==> src/logic/scope_pkg.sv <==
package scope_pkg;

    ////////////////////
    // sample path
    ////////////////////
    localparam int ADC_BITS  = 14;
    localparam int FRAME_LEN = 16;
    localparam int FRAME_AW  = 4;

    ////////////////////
    // adc serial port
    ////////////////////
    localparam int SPI_DIV   = 4;                    // cycles per half sclk period
    localparam int SPI_CNT_W = $clog2(2 * SPI_DIV);
    localparam int CFG_BITS  = 24;                   // 16 bit instruction then 8 bit data
    localparam int CFG_BIT_W = $clog2(CFG_BITS);
    localparam int CFG_LEN   = 3;
    localparam int CFG_IDX_W = $clog2(CFG_LEN + 1);

    localparam logic [CFG_BITS-1:0] cfg_table [CFG_LEN] = '{
        24'h00003c,                                  // soft reset
        24'h001400,                                  // output mode, offset binary
        24'h00ff01                                   // transfer to active registers
    };

    ////////////////////
    // uart
    ////////////////////
    localparam int         BAUD_DIV  = 8;            // cycles per bit
    localparam int         BAUD_W    = $clog2(BAUD_DIV);
    localparam logic [7:0] SYNC_BYTE = 8'ha5;

    localparam logic [2:0] FS_IDLE = 3'd0;
    localparam logic [2:0] FS_SYNC = 3'd1;
    localparam logic [2:0] FS_HI   = 3'd2;
    localparam logic [2:0] FS_LO   = 3'd3;
    localparam logic [2:0] FS_LAST = 3'd4;

    // one buffer word, read as a sample or as two uart bytes
    typedef union packed {
        struct packed {
            logic [15-ADC_BITS:0] pad;
            logic [ADC_BITS-1:0]  sample;
        } raw;
        struct packed {
            logic [7:0] hi_byte;
            logic [7:0] lo_byte;
        } bytes;
    } sample_word_u;

endpackage

==> src/logic/frame_buf_if.sv <==
`timescale 1ns/1ps

interface frame_buf_if
    import scope_pkg::*;
();

    logic                frame_full;                 // level, a whole frame is waiting
    logic                frame_taken;                // one cycle pulse from the sender
    logic [FRAME_AW-1:0] rd_addr;
    sample_word_u        rd_data;                    // valid one cycle after rd_addr

    modport capture (
        output frame_full,
        output rd_data,
        input  rd_addr,
        input  frame_taken
    );

    modport send (
        input  frame_full,
        input  rd_data,
        output rd_addr,
        output frame_taken
    );

endinterface

==> src/logic/adc_spi_config.sv <==
`timescale 1ns/1ps

module adc_spi_config
    import scope_pkg::*;
(
    input  logic adc_dco_clock_p,
    input  logic i_rst_n,
    output logic o_adc_cs,
    output logic o_adc_sclk,
    output logic o_adc_sdio,
    output logic o_init_done
);

    logic [SPI_CNT_W-1:0] div_cnt;                   // position inside a bit or a cs gap
    logic [CFG_BIT_W-1:0] bit_cnt;
    logic [CFG_IDX_W-1:0] entry_idx;
    logic [CFG_BITS-1:0]  shift_reg;
    logic                 div_half;
    logic                 div_end;

    assign div_half   = (div_cnt == SPI_CNT_W'(SPI_DIV - 1));
    assign div_end    = (div_cnt == SPI_CNT_W'(2 * SPI_DIV - 1));
    assign o_adc_sdio = shift_reg[CFG_BITS-1];       // msb first

    always_ff @(posedge adc_dco_clock_p) begin
        if (!i_rst_n) begin
            o_adc_cs    <= 1'b1;
            o_adc_sclk  <= 1'b0;
            o_init_done <= 1'b0;
            div_cnt     <= '0;
            bit_cnt     <= '0;
            entry_idx   <= '0;
            shift_reg   <= '0;
        end else if (o_adc_cs) begin
            // cs high: count out the gap, then open the next write
            if (!o_init_done) begin
                if (entry_idx == CFG_IDX_W'(CFG_LEN)) begin
                    o_init_done <= 1'b1;             // the whole table has gone out
                end else if (div_end) begin
                    o_adc_cs  <= 1'b0;
                    div_cnt   <= '0;
                    bit_cnt   <= '0;
                    shift_reg <= cfg_table[entry_idx];
                end else begin
                    div_cnt <= div_cnt + 1'b1;
                end
            end
        end else begin
            if (div_end) begin
                div_cnt <= '0;
            end else begin
                div_cnt <= div_cnt + 1'b1;
            end

            if (div_half) begin
                o_adc_sclk <= 1'b1;                  // the adc samples sdio on this edge
            end

            if (div_end) begin
                o_adc_sclk <= 1'b0;
                if (bit_cnt == CFG_BIT_W'(CFG_BITS - 1)) begin
                    o_adc_cs  <= 1'b1;               // close the write with the last fall
                    entry_idx <= entry_idx + 1'b1;
                end else begin
                    bit_cnt   <= bit_cnt + 1'b1;
                    shift_reg <= {shift_reg[CFG_BITS-2:0], 1'b0};
                end
            end
        end
    end

endmodule

==> src/logic/sample_capture.sv <==
`timescale 1ns/1ps

module sample_capture
    import scope_pkg::*;
(
    input  logic                adc_dco_clock_p,
    input  logic                i_rst_n,
    input  logic                i_init_done,
    input  logic [ADC_BITS-1:0] i_adc_data,
    frame_buf_if.capture        buf_if
);

    logic [ADC_BITS-1:0] adc_q;                      // bus register, one cycle behind the pins
    logic [ADC_BITS-1:0] mem [FRAME_LEN];
    logic [FRAME_AW-1:0] wr_addr;
    logic                wr_en;

    // armed whenever the buffer is not holding a frame
    assign wr_en = i_init_done && !buf_if.frame_full;

    ////////////////////
    // data path
    ////////////////////
    always_ff @(posedge adc_dco_clock_p) begin
        adc_q <= i_adc_data;

        if (wr_en) begin
            mem[wr_addr] <= adc_q;
        end

        buf_if.rd_data.raw.pad    <= '0;
        buf_if.rd_data.raw.sample <= mem[buf_if.rd_addr];
    end

    ////////////////////
    // fill control
    ////////////////////
    always_ff @(posedge adc_dco_clock_p) begin
        if (!i_rst_n) begin
            wr_addr           <= '0;
            buf_if.frame_full <= 1'b0;
        end else begin
            if (buf_if.frame_taken) begin
                buf_if.frame_full <= 1'b0;           // re-arm for the next frame
            end

            if (wr_en) begin
                if (wr_addr == FRAME_AW'(FRAME_LEN - 1)) begin
                    wr_addr           <= '0;
                    buf_if.frame_full <= 1'b1;
                end else begin
                    wr_addr <= wr_addr + 1'b1;
                end
            end
        end
    end

endmodule

==> src/logic/frame_sender.sv <==
`timescale 1ns/1ps

module frame_sender
    import scope_pkg::*;
(
    input  logic       adc_dco_clock_p,
    input  logic       i_rst_n,
    frame_buf_if.send  buf_if,
    output logic [7:0] o_tx_data,
    output logic       o_tx_start,
    input  logic       i_tx_busy
);

    logic [2:0] state;
    logic       tx_ready;
    logic       last_addr;

    // busy only shows up the cycle after a start, so skip that cycle
    assign tx_ready  = !i_tx_busy && !o_tx_start;
    assign last_addr = (buf_if.rd_addr == FRAME_AW'(FRAME_LEN - 1));

    always_ff @(posedge adc_dco_clock_p) begin
        if (!i_rst_n) begin
            state              <= FS_IDLE;
            o_tx_start         <= 1'b0;
            buf_if.rd_addr     <= '0;
            buf_if.frame_taken <= 1'b0;
        end else begin
            o_tx_start         <= 1'b0;
            buf_if.frame_taken <= 1'b0;

            case (state)
                FS_IDLE: begin
                    if (buf_if.frame_full && !buf_if.frame_taken) begin
                        state <= FS_SYNC;
                    end
                end
                FS_SYNC: begin
                    if (tx_ready) begin
                        o_tx_start <= 1'b1;
                        state      <= FS_HI;
                    end
                end
                FS_HI: begin
                    if (tx_ready) begin
                        o_tx_start <= 1'b1;
                        state      <= FS_LO;
                    end
                end
                FS_LO: begin
                    if (tx_ready) begin
                        o_tx_start     <= 1'b1;
                        buf_if.rd_addr <= buf_if.rd_addr + 1'b1;  // wraps back to zero
                        state          <= last_addr ? FS_LAST : FS_HI;
                    end
                end
                FS_LAST: begin
                    buf_if.frame_taken <= 1'b1;      // last byte went to the uart last cycle
                    state              <= FS_IDLE;
                end
                default: state <= FS_IDLE;
            endcase
        end
    end

    always_ff @(posedge adc_dco_clock_p) begin
        if (tx_ready) begin
            case (state)
                FS_SYNC: o_tx_data <= SYNC_BYTE;
                FS_HI:   o_tx_data <= buf_if.rd_data.bytes.hi_byte;
                FS_LO:   o_tx_data <= buf_if.rd_data.bytes.lo_byte;
                default: o_tx_data <= o_tx_data;
            endcase
        end
    end

endmodule

==> src/logic/uart_tx.sv <==
`timescale 1ns/1ps

module uart_tx
    import scope_pkg::*;
(
    input  logic       adc_dco_clock_p,
    input  logic       i_rst_n,
    input  logic [7:0] i_tx_data,
    input  logic       i_tx_start,
    output logic       o_tx_busy,
    output logic       o_tx
);

    logic [BAUD_W-1:0] baud_cnt;
    logic [3:0]        bit_cnt;                      // 0 is the start bit, 9 the stop bit
    logic [8:0]        shift_reg;                    // data bits, then the stop bit
    logic              baud_end;

    assign baud_end = (baud_cnt == BAUD_W'(BAUD_DIV - 1));

    always_ff @(posedge adc_dco_clock_p) begin
        if (!i_rst_n) begin
            o_tx_busy <= 1'b0;
            o_tx      <= 1'b1;
            baud_cnt  <= '0;
            bit_cnt   <= '0;
        end else if (!o_tx_busy) begin
            if (i_tx_start) begin
                o_tx_busy <= 1'b1;
                o_tx      <= 1'b0;                   // start bit
                shift_reg <= {1'b1, i_tx_data};
                baud_cnt  <= '0;
                bit_cnt   <= '0;
            end
        end else if (baud_end) begin
            baud_cnt <= '0;
            if (bit_cnt == 4'd9) begin
                o_tx_busy <= 1'b0;                   // stop bit done, line stays high
            end else begin
                o_tx      <= shift_reg[0];           // lsb first
                shift_reg <= {1'b1, shift_reg[8:1]};
                bit_cnt   <= bit_cnt + 1'b1;
            end
        end else begin
            baud_cnt <= baud_cnt + 1'b1;
        end
    end

endmodule

==> src/logic/scope_top.sv <==
`timescale 1ns/1ps

module scope_top
    import scope_pkg::*;
(
    input  logic                adc_dco_clock_p,
    input  logic                i_rst_n,
    input  logic [ADC_BITS-1:0] i_adc_data,
    output logic                o_adc_cs,
    output logic                o_adc_sclk,
    output logic                o_adc_sdio,
    output logic                o_tx,
    output logic                o_led0_g
);

    logic       init_done;
    logic [7:0] tx_data;
    logic       tx_start;
    logic       tx_busy;

    frame_buf_if frame_buf ();

    adc_spi_config u_adc_spi_config (
        .adc_dco_clock_p (adc_dco_clock_p),
        .i_rst_n         (i_rst_n),
        .o_adc_cs        (o_adc_cs),
        .o_adc_sclk      (o_adc_sclk),
        .o_adc_sdio      (o_adc_sdio),
        .o_init_done     (init_done)
    );

    sample_capture u_sample_capture (
        .adc_dco_clock_p (adc_dco_clock_p),
        .i_rst_n         (i_rst_n),
        .i_init_done     (init_done),
        .i_adc_data      (i_adc_data),
        .buf_if          (frame_buf.capture)
    );

    frame_sender u_frame_sender (
        .adc_dco_clock_p (adc_dco_clock_p),
        .i_rst_n         (i_rst_n),
        .buf_if          (frame_buf.send),
        .o_tx_data       (tx_data),
        .o_tx_start      (tx_start),
        .i_tx_busy       (tx_busy)
    );

    uart_tx u_uart_tx (
        .adc_dco_clock_p (adc_dco_clock_p),
        .i_rst_n         (i_rst_n),
        .i_tx_data       (tx_data),
        .i_tx_start      (tx_start),
        .o_tx_busy       (tx_busy),
        .o_tx            (o_tx)
    );

    assign o_led0_g = init_done;                     // green once the adc is configured

endmodule

==> config.mk <==
export PLATFORM = sky130hd
export DESIGN_NAME = scope_top
export DESIGN_NICKNAME = d
export VERILOG_FILES = /design/src/logic/scope_pkg.sv /design/src/logic/frame_buf_if.sv /design/src/logic/adc_spi_config.sv /design/src/logic/sample_capture.sv /design/src/logic/frame_sender.sv /design/src/logic/uart_tx.sv /design/src/logic/scope_top.sv
export SDC_FILE = /design/constraint.sdc
export NUM_CORES = 1
export LEC_CHECK = 0
export BUFFER_PORTS_ARGS = -buffer_cell sky130_fd_sc_hd__buf_4
export CELL_PAD_IN_SITES_DETAIL_PLACEMENT = 1
export CELL_PAD_IN_SITES_GLOBAL_PLACEMENT = 2
export CORE_MARGIN = 2
export CORE_UTILIZATION = 25
export DETAILED_ROUTE_END_ITERATION = 10
export HOLD_SLACK_MARGIN = 0.12
export PLACE_DENSITY_LB_ADDON = 0.25
export SYNTH_ARGS = -nofsm -noshare
export SYNTH_HDL_FRONTEND = slang
export SYNTH_SLANG_ARGS = --single-unit
==> constraint.sdc <==
create_clock -name adc_dco_clock_p -period 2.44 [get_ports adc_dco_clock_p]
set_input_delay 0.244 -clock adc_dco_clock_p [delete_from_list [all_inputs] [get_ports adc_dco_clock_p]]
set_output_delay 0.244 -clock adc_dco_clock_p [all_outputs]
set_load 0.005 [all_outputs]
==> qor.txt <==
run status: finished, final reports clean
H-tree depth: 2
Critical Path AT: 2.51 ns
Clock Pin Slew Worst Setup and Hold Paths: 0.06 ns
CTS sink cnt: 328
Die X: 227 µm
TritonCTS buffer count: 38
Switching Fraction: 20.3%
Die Area: 51,700 µm²
Antenna Nets Post-Route: 0
Setup crit start kind: flop
Post-route DRC: 0
# diodes: 0
Slew Viols, Final: 0
DR pass1 iterations: 4
Yosys cell types: 50
Yosys reg bits: 328
leading cell type in the layout, fill and taps excluded: edfxtp_1
Mapped Nets: 764
Pwr Total: 12.0 mW
number of vias per cell: 4.31
Mapped Area: 12,500 µm²
total number of yosys warnings: 0
Cells after Synth: 731
initial antenna violation count: 0
Post-DP HPWL: 17.4 mm
Die Ht: 227 µm
register area: 8970 µm²
largest net degree at the start of global routing: 45
row count: 81
Combinational Power Share: 1.5%
Psw: 2.44 mW
IO Port Bufs: 20
HP Start: i_adc_data[0]
max_cap viols: 0
Starting Density: 25.4%
pre-CTS WS: 0.297 ns
asr flop ratio synth: 0%
filler cell count: 5,108
Hold Crit Endpoint: u_sample_capture.adc_q[0]
Multi-input gate area: 3270 µm²
max FFs per register: 224
Setup Crit Path Kind: reg -> reg
fin util: 30.6%
number of global-route vias before repair: 7,036
max_slew headroom: 40.2%
Vias: 6,489
cell area power density: 800 nW/µm²
register area share after synthesis: 71.8%
nature of the critical path endpoint: flop
Syn-to-layout area delta: 20.6%
R2R depth: 6
drt first-iter violations: 451
Min-Delay Path Class: in -> reg
share of layout cells above drive strength 1: 25.8%
final wirelength: 28.7 mm
CP Data Required Time: 2.90 ns
total negative slack: 0 ns
Core Area: 49,200 µm²
worst-margin pin slew: 0.896 ns
CTS Root Cell: clkbuf_16
final worst path period share: 83.9%
Reg2Reg Setup Slack: 0.39 ns
grt ovf: 0
setup ws final: 0.394 ns
Final min period: 2.05 ns
RSZ-0062 raised after global routing: no
Post-synth EDFFs: 240
Synth Flop Type: edfxtp_1
post-cts resize count: 0
VDD IR max: 0.000397 V
Clk Latency, worst-skew pair: 0.54 ns
Pleak: 4.92 nW
CTS tree: built
P_int: 9.60 mW
Fin. Hold Viols: 0
global-route wire length before repair: 44.0 mm
clk_skew: 0.0156 ns
R2R Path End: u_adc_spi_config.shift_reg[19]
setup violators final: 0
Clock power frac: 47.9%
clk buf depth: 3
RePlAce Congestion: 0.678
crit-path max FO: 13
nets: 843
Peak Freq: 489 MHz
Mean Syn Cell Area: 17.1 µm²
IO Count: 21
Hold Path Depth: 2
GRT Total Usage: 11.5%
Reg power frac: 50.7%
most frequent cells in the layout: 240 x edfxtp_1, 86 x dfxtp_1, 67 x nor2_1
r2r startpoint: u_adc_spi_config.div_cnt[0]
drt wl/cell: 19.1 µm
-- cell families (layout without fill, tap and decap cells) --
family	Yosys count	count (layout)	synth area share (%)
mux	78	78	11.9
xor+xnor	5	5	0.351
simple gates	160	160	5.98
compound gates	94	94	6.06
flops	328	328	71.8
fa+ha+maj	17	17	1.70
buf+inv	49	158	2.11
-- through the flow --
step	cell area (µm²)	instances	hold WS [ns]
2_1_floorplan	12500	731	0.272
3_3_place_gp	13600	1419	0.348
3_5_place_dp	13600	1419	0.350
4_1_cts	15100	1504	0.322
5_1_grt	15100	1504	0.332
6_report	15100	1504	0.353
-- power by group through the flow --
stage,sequential (mW),combinational [mW],clock [mW]
2_1_floorplan,6.18,0.114,0
3_3_place_gp,6.22,0.163,0
3_5_place_dp,6.22,0.163,0
4_1_cts,6.10,0.183,5.95
5_1_grt,6.11,0.200,6.17
6_report,6.10,0.176,5.76
-- critical path, stage by stage (launching register included) --
cell      delay [ns]
dfxtp_1         0.35
ha_1            0.21
ha_1            0.30
nand2b_1        0.14
nor2b_1         0.71
a22oi_1         0.15
nor2_1          0.12
-- timing repair --
item | in CTS | in global routing
endpoints found under the hold margin | 30 | 0
buffers inserted | 0 | 0
hold buffers | 15 | 0
-- worst max-delay path by stage --
stage,from,end,slack (ns),cells after the start
after floorplan,u_adc_spi_config.o_init_done,u_sample_capture.mem[3][0],0.17,4
after global placement,u_adc_spi_config.div_cnt[0],u_adc_spi_config.bit_cnt[0],0.36,6
after detailed placement,u_adc_spi_config.div_cnt[0],u_adc_spi_config.shift_reg[18],0.30,6
after CTS,u_adc_spi_config.div_cnt[0],u_adc_spi_config.shift_reg[22],0.28,6
after global routing,u_adc_spi_config.div_cnt[0],u_adc_spi_config.shift_reg[19],0.07,6
final,u_adc_spi_config.div_cnt[0],u_adc_spi_config.shift_reg[19],0.39,6
-- per-layer routing --
metal / up-vias / global-route usage, % / share of wire [%]
li1: 3003 / - / -
met1: 3354 / 15.2 / 46
met2: 89 / 19.1 / 48
met3: 43 / 2.13 / 4.2
met4: 0 / 3.52 / 2.1
met5: - / 0 / 0
-- synthesized netlist by cell type, types with 5 or more instances --
cell	instances	area share, %
a21oi_1	21	0.84
buf_2	13	0.52
nor3_1	7	0.28
a22oi_1	35	2.1
dfxtp_1	88	14
a211oi_2	12	1.2
edfxtp_1	240	58
nand2_1	35	1.1
and3_1	5	0.25
clkbuf_1	16	0.48
nor2_1	68	2.0
mux4_2	56	10
mux2i_1	15	1.2
nand2b_1	7	0.35
inv_1	9	0.27
a22oi_2	6	0.60
nor2b_1	7	0.35
mux2_2	7	0.63
ha_1	17	1.7
nand3_1	11	0.44
-- final cells by class --
class	instances	area share, %
clock inverters	9	0.798
inverters	10	0.249
well taps	664	5.52
multi-input cells	354	21.7
repair buffers	78	4.39
flip-flops and latches	328	59.6
clock buffers	61	7.70
Note: power is estimated with default switching activity, not from simulation.
